**config.mk**
```make
export PLATFORM = sky130hd
export DESIGN_NAME = rv_control_top
export DESIGN_NICKNAME = d
export VERILOG_FILES = /design/src/rtl/rv_isa_pkg.sv /design/src/rtl/ctrl_pkg.sv /design/src/rtl/ctrl_if.sv /design/src/rtl/alu_op_decoder.sv /design/src/rtl/system_decoder.sv /design/src/rtl/main_control.sv /design/src/rtl/control_stage.sv /design/src/rtl/rv_control_top.sv
export SDC_FILE = /design/constraint.sdc
export NUM_CORES = 1
export LEC_CHECK = 0
export ABC_AREA = 1
export CORE_AREA = 10 10 72 74
export DETAILED_ROUTE_END_ITERATION = 16
export DIE_AREA = 0 0 82 84
export DONT_BUFFER_PORTS = 1
export PLACE_DENSITY = 0.57
export SLEW_MARGIN = 20
export SYNTH_ARGS = -nofsm -noshare
export SYNTH_HDL_FRONTEND = slang
export SYNTH_SLANG_ARGS = --single-unit
```
**constraint.sdc**
```tcl
create_clock -name clk -period 1.1 [get_ports clk]
set_clock_uncertainty 0.1 [all_clocks]
set_input_delay 0.055 -clock clk [delete_from_list [all_inputs] [get_ports clk]]
set_output_delay 0.055 -clock clk [all_outputs]
set_load 0.05 [all_outputs]
```
**src/rtl/rv_isa_pkg.sv**
```systemverilog
`default_nettype none

package rv_isa_pkg;

  // Base opcodes, instr[6:0]
  localparam logic [6:0] OP_LUI    = 7'b0110111;
  localparam logic [6:0] OP_AUIPC  = 7'b0010111;
  localparam logic [6:0] OP_JAL    = 7'b1101111;
  localparam logic [6:0] OP_JALR   = 7'b1100111;
  localparam logic [6:0] OP_BRANCH = 7'b1100011;
  localparam logic [6:0] OP_LOAD   = 7'b0000011;
  localparam logic [6:0] OP_STORE  = 7'b0100011;
  localparam logic [6:0] OP_IMM    = 7'b0010011;
  localparam logic [6:0] OP_OP     = 7'b0110011;
  localparam logic [6:0] OP_FENCE  = 7'b0001111;
  localparam logic [6:0] OP_SYSTEM = 7'b1110011;

  localparam logic [6:0] FUNCT7_MULDIV = 7'b0000001; // MUL/DIV/REM family under OP

  // Privileged funct12 values, only with funct3 000
  localparam logic [11:0] FUNCT12_ECALL  = 12'h000;
  localparam logic [11:0] FUNCT12_EBREAK = 12'h001;
  localparam logic [11:0] FUNCT12_MRET   = 12'h302;

  // One word, two layouts
  typedef union packed {
    struct packed {
      logic [6:0] funct7; // Bit 5 picks SUB/SRA
      logic [4:0] rs2;
      logic [4:0] rs1;
      logic [2:0] funct3;
      logic [4:0] rd;
      logic [6:0] opcode;
    } r;
    struct packed {
      logic [11:0] funct12; // CSR address or SYSTEM function
      logic [4:0]  rs1;
      logic [2:0]  funct3;
      logic [4:0]  rd;
      logic [6:0]  opcode;
    } i;
  } instr_t;

endpackage

`default_nettype wire

```
**src/rtl/ctrl_pkg.sv**
```systemverilog
`default_nettype none

package ctrl_pkg;

  // ALU operation
  localparam int ALU_OP_W = 4;
  localparam logic [ALU_OP_W-1:0] ALU_ADD  = 4'd0;
  localparam logic [ALU_OP_W-1:0] ALU_SUB  = 4'd1;
  localparam logic [ALU_OP_W-1:0] ALU_SLL  = 4'd2;
  localparam logic [ALU_OP_W-1:0] ALU_SLT  = 4'd3;
  localparam logic [ALU_OP_W-1:0] ALU_SLTU = 4'd4;
  localparam logic [ALU_OP_W-1:0] ALU_XOR  = 4'd5;
  localparam logic [ALU_OP_W-1:0] ALU_SRL  = 4'd6;
  localparam logic [ALU_OP_W-1:0] ALU_SRA  = 4'd7;
  localparam logic [ALU_OP_W-1:0] ALU_OR   = 4'd8;
  localparam logic [ALU_OP_W-1:0] ALU_AND  = 4'd9;

  // Write-back mux select
  localparam int WB_SEL_W = 3;
  localparam logic [WB_SEL_W-1:0] WB_ALU = 3'd0;
  localparam logic [WB_SEL_W-1:0] WB_MEM = 3'd1;
  localparam logic [WB_SEL_W-1:0] WB_PC4 = 3'd2; // Link address for JAL/JALR
  localparam logic [WB_SEL_W-1:0] WB_CSR = 3'd3;
  localparam logic [WB_SEL_W-1:0] WB_MUL = 3'd4;

  // Immediate format
  localparam int IMM_SEL_W = 3;
  localparam logic [IMM_SEL_W-1:0] IMM_I = 3'd0;
  localparam logic [IMM_SEL_W-1:0] IMM_S = 3'd1;
  localparam logic [IMM_SEL_W-1:0] IMM_B = 3'd2;
  localparam logic [IMM_SEL_W-1:0] IMM_U = 3'd3;
  localparam logic [IMM_SEL_W-1:0] IMM_J = 3'd4;

  localparam int MULDIV_OP_W = 3; // Straight copy of funct3

endpackage

`default_nettype wire

```
**src/rtl/ctrl_if.sv**
```systemverilog
`default_nettype none

interface ctrl_if;
  import ctrl_pkg::*;

  logic                   reg_write;
  logic                   mem_read;
  logic                   mem_write;
  logic                   branch;
  logic                   jump;      // JAL, JALR and MRET
  logic                   alu_src;   // 1 selects immediate
  logic [ALU_OP_W-1:0]    alu_control;
  logic [WB_SEL_W-1:0]    wb_sel;
  logic [IMM_SEL_W-1:0]   imm_sel;
  logic                   csr_we;
  logic                   csr_src;   // 1 selects uimm
  logic                   mul_div_en;
  logic [MULDIV_OP_W-1:0] mul_div_op;
  logic                   illegal_inst;
  logic                   is_ecall;
  logic                   is_ebreak;
  logic                   is_mret;

  // Decode side
  modport source (
    output reg_write, mem_read, mem_write, branch, jump, alu_src,
    output alu_control, wb_sel, imm_sel, csr_we, csr_src, mul_div_en, mul_div_op,
    output illegal_inst, is_ecall, is_ebreak, is_mret
  );

  // Register stage side
  modport sink (
    input reg_write, mem_read, mem_write, branch, jump, alu_src,
    input alu_control, wb_sel, imm_sel, csr_we, csr_src, mul_div_en, mul_div_op,
    input illegal_inst, is_ecall, is_ebreak, is_mret
  );

endinterface

`default_nettype wire

```
**src/rtl/alu_op_decoder.sv**
```systemverilog
`default_nettype none

module alu_op_decoder (
  input  logic [2:0]                    funct3,
  input  logic                          funct7_b5,  // instr[30]
  input  logic                          is_reg_op,  // OP rather than OP-IMM
  output logic [ctrl_pkg::ALU_OP_W-1:0] alu_control
);
  import ctrl_pkg::*;

  always_comb begin
    case (funct3)
      3'b000: begin
        // ADDI has no SUB form, instr[30] there is immediate data
        if (is_reg_op && funct7_b5) begin
          alu_control = ALU_SUB;
        end else begin
          alu_control = ALU_ADD;
        end
      end
      3'b001: alu_control = ALU_SLL;
      3'b010: alu_control = ALU_SLT;
      3'b011: alu_control = ALU_SLTU;
      3'b100: alu_control = ALU_XOR;
      3'b101: begin
        // SRAI keeps bit 30 in the shamt field, same rule for both forms
        if (funct7_b5) begin
          alu_control = ALU_SRA;
        end else begin
          alu_control = ALU_SRL;
        end
      end
      3'b110: alu_control = ALU_OR;
      3'b111: alu_control = ALU_AND;
      default: alu_control = ALU_ADD;
    endcase
  end

endmodule

`default_nettype wire

```
**src/rtl/system_decoder.sv**
```systemverilog
`default_nettype none

module system_decoder (
  input  logic [2:0]  funct3,
  input  logic [11:0] funct12,
  output logic        is_csr,
  output logic        csr_src,    // Immediate form CSRRWI/CSRRSI/CSRRCI
  output logic        is_ecall,
  output logic        is_ebreak,
  output logic        is_mret,
  output logic        sys_illegal
);
  import rv_isa_pkg::*;

  always_comb begin
    is_csr      = 1'b0;
    csr_src     = 1'b0;
    is_ecall    = 1'b0;
    is_ebreak   = 1'b0;
    is_mret     = 1'b0;
    sys_illegal = 1'b0;

    case (funct3)
      3'b000: begin
        // Privileged group, told apart by funct12 alone
        case (funct12)
          FUNCT12_ECALL:  is_ecall  = 1'b1;
          FUNCT12_EBREAK: is_ebreak = 1'b1;
          FUNCT12_MRET:   is_mret   = 1'b1;
          default:        sys_illegal = 1'b1; // SRET, WFI, SFENCE.VMA end up here
        endcase
      end
      3'b100: sys_illegal = 1'b1; // Reserved encoding
      default: begin
        is_csr  = 1'b1;
        csr_src = funct3[2];
      end
    endcase
  end

endmodule

`default_nettype wire

```
**src/rtl/main_control.sv**
```systemverilog
`default_nettype none

module main_control #(
  parameter bit M_EXT_EN = 1'b1
) (
  input  rv_isa_pkg::instr_t instr,
  ctrl_if.source             ctrl
);
  import rv_isa_pkg::*;
  import ctrl_pkg::*;

  logic [ALU_OP_W-1:0] alu_fn;    // funct3/funct7 derived ALU code
  logic                is_reg_op;
  logic                is_muldiv;
  logic                sys_csr;
  logic                sys_csr_src;
  logic                sys_ecall;
  logic                sys_ebreak;
  logic                sys_mret;
  logic                sys_illegal;

  assign is_reg_op = (instr.r.opcode == OP_OP);
  assign is_muldiv = is_reg_op && (instr.r.funct7 == FUNCT7_MULDIV);

  // R view feeds the ALU decode
  alu_op_decoder i_alu_op_decoder (
    .funct3      (instr.r.funct3),
    .funct7_b5   (instr.r.funct7[5]),
    .is_reg_op   (is_reg_op),
    .alu_control (alu_fn)
  );

  // I view feeds the SYSTEM decode
  system_decoder i_system_decoder (
    .funct3      (instr.i.funct3),
    .funct12     (instr.i.funct12),
    .is_csr      (sys_csr),
    .csr_src     (sys_csr_src),
    .is_ecall    (sys_ecall),
    .is_ebreak   (sys_ebreak),
    .is_mret     (sys_mret),
    .sys_illegal (sys_illegal)
  );

  always_comb begin
    // Everything off unless the opcode says otherwise
    ctrl.reg_write    = 1'b0;
    ctrl.mem_read     = 1'b0;
    ctrl.mem_write    = 1'b0;
    ctrl.branch       = 1'b0;
    ctrl.jump         = 1'b0;
    ctrl.alu_src      = 1'b0;
    ctrl.alu_control  = ALU_ADD;
    ctrl.wb_sel       = WB_ALU;
    ctrl.imm_sel      = IMM_I;
    ctrl.csr_we       = 1'b0;
    ctrl.csr_src      = 1'b0;
    ctrl.mul_div_en   = 1'b0;
    ctrl.mul_div_op   = '0;
    ctrl.illegal_inst = 1'b0;
    ctrl.is_ecall     = 1'b0;
    ctrl.is_ebreak    = 1'b0;
    ctrl.is_mret      = 1'b0;

    case (instr.r.opcode)
      OP_LUI, OP_AUIPC: begin
        ctrl.reg_write = 1'b1;
        ctrl.alu_src   = 1'b1; // 0 + imm or pc + imm
        ctrl.imm_sel   = IMM_U;
      end
      OP_JAL: begin
        ctrl.reg_write = 1'b1;
        ctrl.jump      = 1'b1;
        ctrl.wb_sel    = WB_PC4;
        ctrl.imm_sel   = IMM_J;
      end
      OP_JALR: begin
        ctrl.reg_write = 1'b1;
        ctrl.jump      = 1'b1;
        ctrl.alu_src   = 1'b1; // Target is rs1 + imm
        ctrl.wb_sel    = WB_PC4;
      end
      OP_BRANCH: begin
        ctrl.branch      = 1'b1;
        ctrl.alu_control = ALU_SUB; // Compare rs1 against rs2
        ctrl.imm_sel     = IMM_B;
      end
      OP_LOAD: begin
        ctrl.reg_write = 1'b1;
        ctrl.mem_read  = 1'b1;
        ctrl.alu_src   = 1'b1;
        ctrl.wb_sel    = WB_MEM;
      end
      OP_STORE: begin
        ctrl.mem_write = 1'b1;
        ctrl.alu_src   = 1'b1;
        ctrl.imm_sel   = IMM_S;
      end
      OP_IMM: begin
        ctrl.reg_write   = 1'b1;
        ctrl.alu_src     = 1'b1;
        ctrl.alu_control = alu_fn;
      end
      OP_OP: begin
        if (!is_muldiv) begin
          ctrl.reg_write   = 1'b1;
          ctrl.alu_control = alu_fn;
        end else if (M_EXT_EN) begin
          // ALU idle, M unit result goes to rd
          ctrl.reg_write  = 1'b1;
          ctrl.mul_div_en = 1'b1;
          ctrl.mul_div_op = instr.r.funct3;
          ctrl.wb_sel     = WB_MUL;
        end else begin
          ctrl.illegal_inst = 1'b1; // Core built without M
        end
      end
      OP_FENCE: begin
        // Single hart, in-order memory, nothing to order
        ctrl.illegal_inst = 1'b0;
      end
      OP_SYSTEM: begin
        ctrl.reg_write    = sys_csr;     // Old CSR value to rd
        ctrl.csr_we       = sys_csr;
        ctrl.csr_src      = sys_csr_src;
        ctrl.wb_sel       = sys_csr ? WB_CSR : WB_ALU;
        ctrl.is_ecall     = sys_ecall;
        ctrl.is_ebreak    = sys_ebreak;
        ctrl.is_mret      = sys_mret;
        ctrl.jump         = sys_mret;    // Return to mepc
        ctrl.illegal_inst = sys_illegal;
      end
      default: ctrl.illegal_inst = 1'b1;
    endcase
  end

endmodule

`default_nettype wire

```
**src/rtl/control_stage.sv**
```systemverilog
`default_nettype none

module control_stage (
  input  logic                             clk,
  input  logic                             reset,
  input  logic                             in_valid,
  output logic                             in_ready,
  ctrl_if.sink                             dec,
  output logic                             out_valid,
  input  logic                             out_ready,
  output logic                             reg_write,
  output logic                             mem_read,
  output logic                             mem_write,
  output logic                             branch,
  output logic                             jump,
  output logic                             alu_src,
  output logic [ctrl_pkg::ALU_OP_W-1:0]    alu_control,
  output logic [ctrl_pkg::WB_SEL_W-1:0]    wb_sel,
  output logic [ctrl_pkg::IMM_SEL_W-1:0]   imm_sel,
  output logic                             csr_we,
  output logic                             csr_src,
  output logic                             mul_div_en,
  output logic [ctrl_pkg::MULDIV_OP_W-1:0] mul_div_op,
  output logic                             illegal_inst,
  output logic                             is_ecall,
  output logic                             is_ebreak,
  output logic                             is_mret
);
  import ctrl_pkg::*;

  logic load; // Input side transfer this cycle

  // Free slot, or the held bundle leaves on this edge
  assign in_ready = !out_valid || out_ready;
  assign load     = in_valid && in_ready;

  always_ff @(posedge clk) begin
    if (reset) begin
      out_valid <= 1'b0;
    end else if (in_ready) begin
      out_valid <= in_valid; // Drains when nothing new arrives
    end
  end

  always_ff @(posedge clk) begin
    if (reset) begin
      reg_write    <= 1'b0;
      mem_read     <= 1'b0;
      mem_write    <= 1'b0;
      branch       <= 1'b0;
      jump         <= 1'b0;
      alu_src      <= 1'b0;
      alu_control  <= ALU_ADD;
      wb_sel       <= WB_ALU;
      imm_sel      <= IMM_I;
      csr_we       <= 1'b0;
      csr_src      <= 1'b0;
      mul_div_en   <= 1'b0;
      mul_div_op   <= '0;
      illegal_inst <= 1'b0;
      is_ecall     <= 1'b0;
      is_ebreak    <= 1'b0;
      is_mret      <= 1'b0;
    end else if (load) begin
      // Held steady otherwise, stall included
      reg_write    <= dec.reg_write;
      mem_read     <= dec.mem_read;
      mem_write    <= dec.mem_write;
      branch       <= dec.branch;
      jump         <= dec.jump;
      alu_src      <= dec.alu_src;
      alu_control  <= dec.alu_control;
      wb_sel       <= dec.wb_sel;
      imm_sel      <= dec.imm_sel;
      csr_we       <= dec.csr_we;
      csr_src      <= dec.csr_src;
      mul_div_en   <= dec.mul_div_en;
      mul_div_op   <= dec.mul_div_op;
      illegal_inst <= dec.illegal_inst;
      is_ecall     <= dec.is_ecall;
      is_ebreak    <= dec.is_ebreak;
      is_mret      <= dec.is_mret;
    end
  end

endmodule

`default_nettype wire

```
**src/rtl/rv_control_top.sv**
```systemverilog
`default_nettype none

module rv_control_top #(
  parameter bit M_EXT_EN = 1'b1 // 0 makes every M instruction illegal
) (
  input  logic                             clk,
  input  logic                             reset,
  input  logic                             in_valid,
  output logic                             in_ready,
  input  logic [31:0]                      instr,
  output logic                             out_valid,
  input  logic                             out_ready,
  output logic                             reg_write,
  output logic                             mem_read,
  output logic                             mem_write,
  output logic                             branch,
  output logic                             jump,
  output logic                             alu_src,
  output logic [ctrl_pkg::ALU_OP_W-1:0]    alu_control,
  output logic [ctrl_pkg::WB_SEL_W-1:0]    wb_sel,
  output logic [ctrl_pkg::IMM_SEL_W-1:0]   imm_sel,
  output logic                             csr_we,
  output logic                             csr_src,
  output logic                             mul_div_en,
  output logic [ctrl_pkg::MULDIV_OP_W-1:0] mul_div_op,
  output logic                             illegal_inst,
  output logic                             is_ecall,
  output logic                             is_ebreak,
  output logic                             is_mret
);

  ctrl_if ctrl_bus (); // Combinational decode result

  main_control #(
    .M_EXT_EN (M_EXT_EN)
  ) i_main_control (
    .instr (instr),
    .ctrl  (ctrl_bus.source)
  );

  // One-entry register stage
  control_stage i_control_stage (
    .clk          (clk),
    .reset        (reset),
    .in_valid     (in_valid),
    .in_ready     (in_ready),
    .dec          (ctrl_bus.sink),
    .out_valid    (out_valid),
    .out_ready    (out_ready),
    .reg_write    (reg_write),
    .mem_read     (mem_read),
    .mem_write    (mem_write),
    .branch       (branch),
    .jump         (jump),
    .alu_src      (alu_src),
    .alu_control  (alu_control),
    .wb_sel       (wb_sel),
    .imm_sel      (imm_sel),
    .csr_we       (csr_we),
    .csr_src      (csr_src),
    .mul_div_en   (mul_div_en),
    .mul_div_op   (mul_div_op),
    .illegal_inst (illegal_inst),
    .is_ecall     (is_ecall),
    .is_ebreak    (is_ebreak),
    .is_mret      (is_mret)
  );

endmodule

`default_nettype wire

```
; ---- Word-level counts from Yosys, hierarchy flattened
; Index checks and enable logic that the tools add are counted.
[op_classes]
eq_ne = 21
reduce_logical = 14
muxes = 35
[ops]
columns = cell, count
row1 = case mux 4 bit (8 select lines), 1
row2 = "== test 7 bit, second input constant", 4
row3 = case mux 3 bit (4 select lines), 2
row4 = 2-to-1 mux 1 bit, 22
row5 = "== test 7 x 6 -> 1 bit, second input constant", 3
row6 = "== test 7 x 5 -> 1 bit, second input constant", 2
row7 = "== test 12 x 1 -> 1 bit, second input constant", 1
row8 = "== test 12 x 10 -> 1 bit, second input constant", 1
row9 = "== test 3 bit, second input constant", 4
row10 = logical NOT 12 bit, 1
row11 = case mux 4 bit (3 select lines), 1
row12 = OR reduction 10 bit, 1
row13 = 2-to-1 mux 3 bit, 3
row14 = case mux 1 bit (2 select lines), 4
row15 = "== test 7 x 1 -> 1 bit, second input constant", 1
row16 = "== test 7 x 2 -> 1 bit, second input constant", 1
row17 = "== test 7 x 4 -> 1 bit, second input constant", 1
row18 = OR reduction 7 bit, 1
row19 = "== test 3 x 2 -> 1 bit, second input constant", 2
row20 = OR reduction 2 bit, 3
row21 = OR reduction 6 bit, 1
row22 = 2-to-1 mux 4 bit, 1
row23 = "== test 3 x 1 -> 1 bit, second input constant", 1
row24 = logical AND 1 bit, 3
row25 = other kinds (5), 5
[word_totals]
ff_bits = 27
inputBits = 36

; ---- Depth between registers and ports, before layout
; Gate-level depths: netlist (run 1).
[depth]
word_depth = 6
mapped_depth = 10

; ---- Cells and area by module
; From an unflattened synthesis (run 1), not the netlist that was laid out.
[hier_totals]
hier_cells = 328
area_unflattened_um2 = 1983.2
[by_module_without_submodules]
columns = module, cells_per_inst, area_each_um2, instances, seq_area_each_um2
row1 = control_stage, 175, 1257.5, 1, 540.5
row2 = main_control, 88, 444.2, 1, 0.0
row3 = system_decoder, 48, 209.0, 1, 0.0
row4 = alu_op_decoder, 17, 72.6, 1, 0.0

; ---- Worst setup path after synthesis (run 1)
; Ideal clock, no wire load.
[synth_path]
path_kind = register to register
from = register i_control_stage.out_valid
to = register i_control_stage.jump
stages_incl_launch_ff = 9
path_slack_ns = -0.923
setup_ns = 0.128
required_ns = 0.872
arrival_time_ns = 1.796
cell_sequence = dfxtp_1 nand2_1 nand2_1 inv_1 buf_2 nand3_1 nand2_1 nor2_1 nor2_1
[synth_between]
elab_chain_cells = 3
[synth_rtl]
columns = element, line
row1 = from (decl), control_stage.sv:9  ; output logic out_valid,
row2 = from (signal assigned), control_stage.sv:41  ; out_valid <= in_valid;
row3 = logical NOT 1 bit, control_stage.sv:34  ; assign in_ready = !out_valid || out_ready;
row4 = logical OR 1 bit, control_stage.sv:34
row5 = net in_ready, rv_control_top.sv:9  ; output logic in_ready,
row6 = logical AND 1 bit, control_stage.sv:35  ; assign load = in_valid && in_ready;
row7 = to (signal assigned), control_stage.sv:70  ; jump <= dec.jump;
row8 = to (decl), control_stage.sv:15  ; output logic jump,
; The timed path passes the listed nets, and every way through them passes these cells.
; A chain may end at the register's enable or synchronous reset.

; ---- Final worst setup path (run 1)
[layout_path]
from = register i_control_stage.out_valid
to = register i_control_stage.jump
[layout_between]
elab_chain_cells = 3
[layout_rtl]
columns = element, line
row1 = logical NOT 1 bit, control_stage.sv:34
row2 = logical OR 1 bit, control_stage.sv:34
row3 = logical AND 1 bit, control_stage.sv:35
; Every way passes these cells.

==> flow_summary_export.csv, run 1 <==
group,metric,value,unit
global_routing,antenna_found_initial,0,
logic_synthesis,synth_seq_cells,27,
global_routing,grt_start_max_net_pins,21,
finish,n_antenna_cell,0,
worst_setup_path,slowest_delay,0.37,ns
worst_setup_path,end_kind,"register",
detailed_routing,firstDrtPassIters,4,
floorplanning,die_x,82,um
global_routing,grt_pass1_wl,6.60,mm
clocking,cts_tree,"built",
place,gp_congestion,0.826,
floorplanning,design.core.area,3860,um2
clocking,clock_path_buffers,2,
worst_setup_path,arrival,1.33,ns
detailed_routing,route.detailed.drc,0,
logic_synthesis,yosysUniqueCellTypes,22,
detailed_routing,met2_length,2.04,mm
finish,fin_util,0.533,
timing,slew_violations,0,
clocking,root_buffer,"clkbuf_8",
power_and_ir_drop,power,2.00,mW
finish,n_fill_cell,407,
logic_synthesis,synth_area_per_cell,6.32,um2
floorplanning,rows,23,
timing,rsz0062_at_grt,"true",
min_path,hp-class,"input pin to register",
logic_synthesis,yosys.area_share.simple,0.400,
power_and_ir_drop,ir_worst_vdd,0.908,mV
place,dp_hpwl,3.22,mm
finish,drive_gt1_frac,0.300,
logic_synthesis,synthCells,231,
timing,hold_ws,-0.270,ns
global_routing,first_global_vias,1525,
place,io_buffer_count,0,
detailed_routing,drtAntennaViolNets,0,
logic_synthesis,synth_compound_area_frac,0.131,
worst_setup_path,critical_path_class,"register to register",
detailed_routing,drt-initial-drc-count,65,
timing,tns,-1.10,ns
logic_synthesis,synth_area,1460,um2
outcome,outcome,"finished, violations left",
worst_setup_path,timing.critical_path.cells,"nand2_8 -> nand2_8 -> buf_6 -> nor2_4 -> nand2_2 -> nor2_4 -> nor2_1 -> nor2_1",
finish,ff_latch_area,544,um2
detailed_routing,wire_per_inst,12.6,um
timing,setup_slack,-0.111,ns
timing,worstMarginPinSlew,0.391,ns
finish,multi_input_area,888,um2
floorplanning,initial_core_util,0.378,
logic_synthesis,seq_area_frac_synth,0.370,
logic_synthesis,post_synth_fa_ha_maj_area_fraction,0,
floorplanning,ios,64,
finish,area_growth,40.9,%
place,numPlacedInstances,316,
logic_synthesis,synth_top_family_by_area,"simple AND/OR/NAND/NOR gates",
clocking,worstSkewPairLatency,0.27,ns
logic_synthesis,ys_warn_count,0,
logic_synthesis,synth_xor_area_frac,0,
clocking,hold_buffers,6,
logic_synthesis,synth_mux_area_frac,0,
worst_setup_path,path_max_fanout,4,
job,maxCapViolCount,0,
clocking,path_clk_slew,0.09,ns
power_and_ir_drop,leakage,0.961,nW
detailed_routing,wl_met1,1.66,mm
timing,finalSetupViolCount,19,
detailed_routing,wl,4.14,mm
clocking,h-tree-depth,1,
power_and_ir_drop,p_per_area,972,nW/um2
floorplanning,fp.dieH,84,um
clocking,numCtsBuffers,3,
finish,finish.net_count,314,
global_routing,grt_usage,0.116,
worst_setup_path,required,1.22,ns
global_routing,overflow,0,
logic_synthesis,syn_nets,267,
timing,timing.slew.headroom,0.738,
worst_setup_path,cp_slowest_cell,"dfxtp_4",
timing,max_freq,0.826,GHz
timing,fin_crit,1.21,ns
outcome,violations,"negative hold slack, negative setup slack",
timing,period_share,1.10,
detailed_routing,num_vias,1533,
clocking,cts.sinks,27,
worst_setup_path,cp-start-kind,"register",
detailed_routing,routed_via_density,4.69,
detailed_routing,dr.max_layer_used,"met3",
detailed_routing,routed-wl-met3,436,um
floorplanning,dieArea,6890,um2
finish,layout.cells.non_filler,327,
timing,hold_viol,19,
## sequential cells by signal (all words and copies together), names as in the netlist, 3 cells and up
signal,count
i_control_stage.alu_control,4
i_control_stage.wb_sel,3
i_control_stage.mul_div_op,3
i_control_stage.imm_sel,3
## logic make-up (layout without fill, tap and decap cells)
family                 after synthesis  count (layout)
AO/OA/AOI/OAI                       35              35
flip-flops                          27              27
AND/OR/NAND/NOR                    132             132
buffers and inverters               37              83
## synth_stat cells
| cell | n | area, um2 |
|---|---|---|
| nand4_1 | 4 | 25.0 |
| nor2_1 | 36 | 135 |
| nand2_1 | 60 | 225 |
| buf_2 | 3 | 15.0 |
| a31oi_1 | 1 | 6.26 |
| o211ai_1 | 3 | 22.5 |
| nor2_8 | 1 | 20.0 |
| clkbuf_1 | 3 | 11.3 |
| a21oi_2 | 2 | 17.5 |
| inv_1 | 25 | 93.8 |
| clkinv_2 | 1 | 5.00 |
| nand3b_1 | 1 | 7.51 |
| nand3_2 | 1 | 10.0 |
| o21ai_0 | 10 | 50.1 |
| nand3_1 | 14 | 70.1 |
| nor2_4 | 1 | 11.3 |
| inv_2 | 5 | 18.8 |
| nor3_1 | 7 | 35.0 |
| nor2_2 | 3 | 18.8 |
| dfxtp_1 | 27 | 541 |
| nand2_2 | 4 | 25.0 |
| a21oi_1 | 19 | 95.1 |
## stage by stage
step | hold WS [ns] | instance area (um2) | setup WS (ns)
after floorplan | 0.115 | 1510 | -0.192
after global placement | 0.0232 | 1840 | -0.118
after detailed placement | 0.0223 | 1840 | -0.145
after CTS | -0.277 | 1980 | -0.138
after global routing | -0.288 | 2060 | -0.193
final | -0.270 | 2060 | -0.111
## cell usage in the layout (no fill, tap or decap)
master / count
a21oi_1: 14
a21oi_2: 6
a21oi_4: 1
a31oi_1: 1
buf_4: 38
buf_6: 3
buf_8: 1
clkbuf_8: 3
clkinv_2: 2
dfxtp_1: 26
dfxtp_4: 1
dlygate4sd3_1: 6
inv_1: 24
inv_2: 5
inv_4: 1
nand2_1: 55
nand2_2: 7
nand2_8: 2
nand3_1: 8
nand3_2: 7
nand3b_1: 1
nand4_1: 4
nor2_1: 35
nor2_2: 1
nor2_4: 4
nor2_8: 1
nor3_1: 7
o211ai_1: 3
o21ai_0: 3
o21ai_1: 7
## what timing repair did
action,4_1_cts,5_1_grt
resized for setup,6,17
hold endpoints to repair,27,19
pin swaps,6,8
buffers inserted,1,0
endpoints found under the setup margin,26,27
## routing by layer
layer  track usage  vias up
li1              -      829
met1         0.122      665
met2         0.206       39
met3        0.0528        0
met4        0.0139        0
met5             0        -
## worst max-delay path, delay by kind of cell, from the launching register on
family,cells,cell delay [ns]
AND/OR/NAND/NOR,7,0.56
flip-flops,1,0.37
buffers and inverters,1,0.13
## where the power goes
group / leakage (nW) / switching (mW) / internal (mW)
clock network: 0.0255 / 0.305 / 0.254
logic: 0.715 / 0.267 / 0.150
registers: 0.220 / 0.0174 / 1.00
## path summary, 6_finish.rpt
| check | from | to | slack, ns | cells past startpoint |
|---|---|---|---|---|
| worst max-delay path | i_control_stage.out_valid | i_control_stage.jump | -0.11 | 8 |
| worst min-delay path | reset | i_control_stage.out_valid | -0.27 | 1 |
| worst max register to register | i_control_stage.out_valid | i_control_stage.jump | -0.11 | 8 |
| worst min register to register | i_control_stage.wb_sel[2] | i_control_stage.wb_sel[2] | 0.36 | 2 |
## layout make-up
type / count / area share
Tap cell: 50 / 0.0304
Clock buffer: 3 / 0.0201
Clock inverter: 1 / 0.00243
Sequential cell: 27 / 0.265
Multi-Input combinational cell: 167 / 0.432
Inverter: 31 / 0.0584
Timing Repair Buffer: 48 / 0.192
Note: power is estimated with default switching activity, not from simulation.
==> run 2, diff against run 1 <==
- PLACE_DENSITY: 0.57 -> 0.55
- clock period: 1.1 -> 1.27 ns (I/O delays scaled with it)
==> run 2 against run 1 <==
The flow finishes with violations (negative hold slack); register-to-register slack improved by 0.18 ns; total power decreased by 13%; maximum frequency increased by 0.63%; worst hold slack improved by 0.014 ns; critical path depth decreased by 2; sequential share of layout area increased by 0.63 points; non-clock buffer count decreased by 1; design area decreased by 2.3%; utilization decreased by 1.2 points; critical path type unchanged; highest routed layer is now met4.
==> flow_summary_export.csv, run 2 (synthesized netlist as in run 1, its figures left out) <==
group,metric,value,unit
finish,layout_common_cells,"nand2_1 (56), buf_4 (36), nor2_1 (34), dfxtp_1 (26), inv_1 (24)",
timing,fin_crit,1.20,ns
floorplanning,design.core.area,3860,um2
floorplanning,ios,64,
clocking,worstSkewPairLatency,0.27,ns
worst_setup_path,cp-start-kind,"register",
timing,period_share,0.947,
floorplanning,dieArea,6890,um2
global_routing,grt_pass1_wl,6.67,mm
worst_setup_path,path_max_fanout,10,
global_routing,antenna_found_initial,0,
floorplanning,rows,23,
finish,finish.net_count,313,
power_and_ir_drop,p_clk_frac,0.284,
clocking,hold_buffers,8,
clocking,clock_path_buffers,2,
place,io_buffer_count,0,
global_routing,grt_usage,0.118,
worst_setup_path,end_kind,"register",
finish,final_common_cell,"nand2_1",
power_and_ir_drop,p_per_area,868,nW/um2
timing,slew_violations,0,
worst_setup_path,r2r_cells,6,
clocking,h-tree-depth,1,
power_and_ir_drop,combinationalPowerShare,0.209,
place,gp_congestion,0.812,
clocking,cts.sinks,27,
job,maxCapViolCount,0,
timing,worstMarginPinSlew,0.294,ns
place,dp_hpwl,3.26,mm
outcome,outcome,"finished, violations left",
finish,n_antenna_cell,0,
power_and_ir_drop,leakage,0.956,nW
power_and_ir_drop,swShare,0.299,
detailed_routing,route.detailed.drc,0,
finish,drive_gt1_frac,0.264,
outcome,violations,"negative hold slack",
worst_setup_path,arrival,1.27,ns
detailed_routing,num_vias,1529,
detailed_routing,firstDrtPassIters,5,
power_and_ir_drop,ir_worst_vdd,0.326,mV
detailed_routing,drt-initial-drc-count,82,
detailed_routing,routed_via_density,4.69,
power_and_ir_drop,p_seq_frac,0.507,
clocking,root_buffer,"clkbuf_8",
power_and_ir_drop,power.switching,520,uW
global_routing,first_global_vias,1483,
detailed_routing,wl,4.05,mm
timing,rsz0062_at_grt,"true",
finish,fin_area,2010,um2
timing,hold_viol,19,
detailed_routing,wire_per_inst,12.4,um
global_routing,overflow,0,
finish,n_fill_cell,412,
worst_setup_path,required,1.34,ns
clocking,path_clk_slew,0.09,ns
finish,fin_util,0.521,
detailed_routing,drtAntennaViolNets,0,
place,place_area,1840,um2
clocking,numCtsBuffers,3,
floorplanning,die_x,82,um
min_path,min_path_cells,1,
min_path,hp-class,"input pin to register",
global_routing,grt_start_max_net_pins,21,
clocking,cts_tree,"built",
finish,area_growth,37.7,%
finish,largest_reg_flops,4,
floorplanning,fp.dieH,84,um
finish,largest-register,"i_control_stage.alu_control",
timing,max_freq,0.831,GHz
timing,hold_ws,-0.256,ns
power_and_ir_drop,p_int,1.22,mW
worst_setup_path,critical_path_class,"register to register",
timing,timing.slew.headroom,0.803,
timing,finalSetupViolCount,0,
floorplanning,initial_core_util,0.378,
## run 2: final timing paths
check	startpoint	endpoint	slack (ns)
worst max-delay path	i_control_stage.out_valid	i_control_stage.alu_control[0]	0.07
worst min-delay path	reset	i_control_stage.out_valid	-0.26
worst max register to register	i_control_stage.out_valid	i_control_stage.alu_control[0]	0.07
worst min register to register	i_control_stage.alu_control[1]	i_control_stage.alu_control[1]	0.36
## run 2: routing by layer
layer	track usage	share of wire	wire length [um]	up-vias
li1	-	-	-	824
met1	0.150	0.46	1860	660
met4	0.0511	0.016	65	0
met2	0.177	0.43	1760	41
met3	0.0356	0.090	366	4
met5	0	0	0	-
## run 2: repair_timing
item / 4_1_cts / 5_1_grt
resized for setup: 1 / 10
endpoints found under the setup margin: 1 / 13
setup buffers: 0 / 0
pin swaps: 0 / 3
endpoints found under the hold margin: 27 / 19
## run 2: layout make-up
| type | count | area [um2] | share of cell area |
|---|---|---|---|
| Timing Repair Buffer | 47 | 395 | 0.197 |
| Sequential cell | 27 | 544 | 0.271 |
| Clock buffer | 3 | 41.3 | 0.0206 |
| Inverter | 31 | 118 | 0.0586 |
| Tap cell | 50 | 62.6 | 0.0312 |
| Multi-Input combinational cell | 167 | 842 | 0.419 |
| Clock inverter | 1 | 5.00 | 0.00249 |
## run 2: stage by stage
stage | hold WS, ns | setup TNS, ns | total power, mW | setup WS, ns | std cells
final | -0.256 | 0 | 1.74 | 0.0669 | 326
after global routing | -0.270 | -0.0113 | 1.82 | -0.00620 | 326
after CTS | -0.265 | 0 | 1.76 | 0.00529 | 326
after detailed placement | 0.0377 | 0 | 1.24 | 0.0138 | 314
after global placement | 0.0301 | 0 | 1.24 | 0.0586 | 314
after floorplan | 0.123 | -0.0955 | 1.15 | -0.0269 | 231
## run 2: critical path, cell delays in order (launching register included)
cell and delay [ns]:
dfxtp_4 0.39, nand2_8 0.05, nand2_4 0.08, inv_2 0.09, buf_12 0.15, o21ai_0 0.17
a21oi_1 0.06
## run 2: power by group through the flow
stage,Sequential [mW],Clock (mW),Combinational [mW]
floorplan,0.987,0,0.165
global placement,0.904,0,0.332
detailed placement,0.905,0,0.335
CTS,0.885,0.513,0.358
global route,0.887,0.538,0.398
finish,0.884,0.494,0.364
==> run 3, diff against run 2 <==
- CORE_AREA: 10 10 72 74 -> 8 8 70 72
- DIE_AREA: 0 0 82 84 -> 0 0 78 80
- SETUP_SLACK_MARGIN: not set -> 0.4
==> run 3 against run 2 <==
The flow still finishes with violations (negative hold slack); clock power down 4.0%; largest cell class unchanged; sequential power is 1% higher; critical path type unchanged; worst hold slack got worse by 0.0042 ns; largest power group unchanged; register-to-register slack worse by 0.04 ns; non-clock buffer count up 8.
==> flow_summary_export.csv, run 3 (synthesized netlist as in run 1, its figures left out) <==
group,metric,value,unit
outcome,outcome,"finished, violations left",
outcome,violations,"negative hold slack",
finish,largest-register,"i_control_stage.alu_control",
detailed_routing,firstDrtPassIters,4,
timing,worstMarginPinSlew,0.489,ns
detailed_routing,wl,4.47,mm
place,dpl_worst_slack,0.00847,ns
power_and_ir_drop,leakage,1.11,nW
floorplanning,dieArea,6240,um2
global_routing,first_global_vias,1535,
worst_setup_path,crit_start,"i_control_stage.out_valid",
clocking,numCtsBuffers,3,
finish,drive_gt1_frac,0.460,
worst_setup_path,required,1.37,ns
floorplanning,rows,23,
worst_setup_path,end_kind,"register",
clocking,h-tree-depth,1,
timing,hold_viol,23,
worst_setup_path,regToRegSetupSlack,0.03,ns
worst_setup_path,r2r-end,"i_control_stage.is_ecall",
worst_setup_path,r2r_cells,7,
detailed_routing,route.detailed.drc,0,
min_path,hp-start,"reset",
clocking,worstSkewPairLatency,0.27,ns
power_and_ir_drop,p_per_area,750,nW/um2
worst_setup_path,cp_slowest_cell,"dfxtp_4",
detailed_routing,num_vias,1628,
global_routing,grt_pass1_wl,7.18,mm
detailed_routing,drt-initial-drc-count,84,
finish,finish.net_count,324,
timing,rsz0062_at_grt,"true",
floorplanning,initial_core_util,0.378,
detailed_routing,wire_per_inst,13.2,um
place,io_buffer_count,0,
finish,fin_util,0.635,
place,place_area,1800,um2
power_and_ir_drop,ir_worst_vdd,0.819,mV
timing,slew_violations,0,
timing,max_freq,0.806,GHz
timing,timing.slew.headroom,0.671,
timing,setup_slack,0.0294,ns
floorplanning,fp.dieH,80,um
timing,period_share,0.977,
finish,largest_reg_flops,4,
min_path,hp-class,"input pin to register",
worst_setup_path,crit_buf_inv,2,
finish,fin_area,2450,um2
worst_setup_path,cpLargestDelayFamily,"flip-flops",
worst_setup_path,rr_startpoint,"i_control_stage.out_valid",
global_routing,overflow,0,
finish,n_fill_cell,333,
floorplanning,ios,64,
global_routing,grt_start_max_net_pins,21,
worst_setup_path,arrival,1.34,ns
global_routing,grt_usage,0.140,
global_routing,antenna_found_initial,0,
worst_setup_path,timing.critical_path.cells,"nand2_8 -> nand2_8 -> buf_6 -> nor2_4 -> buf_6 -> nand4_1 -> a21oi_2",
floorplanning,die_x,78,um
timing,hold_ws,-0.260,ns
floorplanning,design.core.area,3860,um2
worst_setup_path,slowest_delay,0.37,ns
detailed_routing,drtAntennaViolNets,0,
clocking,path_clk_slew,0.09,ns
worst_setup_path,path_max_fanout,3,
clocking,root_buffer,"clkbuf_8",
min_path,min_path_cells,1,
clocking,clock_path_buffers,2,
worst_setup_path,critical_path_class,"register to register",
finish,n_antenna_cell,0,
clocking,cts.sinks,27,
detailed_routing,routed_via_density,4.83,
clocking,hold_buffers,1,
place,gp_congestion,0.822,
min_path,worstHoldEndpoint,"i_control_stage.csr_src",
timing,finalSetupViolCount,0,
finish,area_growth,67.9,%
place,dp_hpwl,3.06,mm
timing,fin_crit,1.24,ns
job,maxCapViolCount,0,
clocking,cts_tree,"built",
finish,final_common_cell,"nand2_1",
finish,layout_common_cells,"nand2_1 (51), nor2_1 (32), buf_8 (26), dfxtp_2 (25), inv_1 (24)",
worst_setup_path,cp-start-kind,"register",
==> run 3: cell count changes in the layout (fill, tap and decap cells not counted), moves of 4 or more <==
cell	delta
buf_4	-17
dlygate4sd3_1	-6
buf_8	+26
buf_6	+5
dfxtp_1	-25
dfxtp_2	+25
a21oi_1	-4
o21ai_2	+5
nand2_1	-5
==> run 3: how the worst max path moves through the flow <==
stage	end	slack, ns	depth (start not counted)
final	i_control_stage.is_ecall	0.03	7
after global routing	i_control_stage.is_ecall	-0.03	7
after CTS	i_control_stage.is_mret	0.02	8
after detailed placement	i_control_stage.jump	0.008	8
after global placement	i_control_stage.jump	0.05	8
after floorplan	i_control_stage.imm_sel[1]	-0.02	7
==> run 3: final cells by class <==
class,instances,area (um2),area share
timing repair inverter,3,28.8,0.0117
tap,50,62.6,0.0255
clock inverter,1,5.00,0.00204
inverter,31,134,0.0546
sequential,27,576,0.235
timing repair buffer,55,662,0.270
clock buffer,3,41.3,0.0169
multi-input combinational,167,941,0.384
==> run 3: worst reg2reg max path, delay by kind of cell, from the launching register on <==
kind / cells / cell delay [ns]
simple gates: 4 / 0.32
buf+inv: 2 / 0.22
flops: 1 / 0.37
compound gates: 1 / 0.16
==> run 3: power by group <==
group	switching (mW)	internal (mW)
Clock	0.255	0.219
Sequential	0.0234	0.874
Combinational	0.269	0.196
Total	0.548	1.29
==> run 3: repair_timing <==
action	in CTS	in global routing
endpoints found under the hold margin	25	22
setup buffers	11	7
pin swaps	13	6
gates cloned	3	0
resized for setup	103	22
setup endpoints to repair	55	55
==> run 3: routing by layer <==
layer / part of all wire / GRT usage / vias to the layer above
met3: 0.082 / 0.0619 / 2
met5: 0 / 0 / -
li1: - / - / 847
met4: 0.0052 / 0.0167 / 0
met2: 0.52 / 0.254 / 42
met1: 0.39 / 0.150 / 737
==> run 3: through the flow <==
step	TNS [ns]	std cells	power, mW
floorplan	-0.0917	231	1.16
global placement	0	311	1.22
detailed placement	0	311	1.22
CTS	0	330	1.82
global route	-0.0617	337	1.93
finish	0	337	1.84
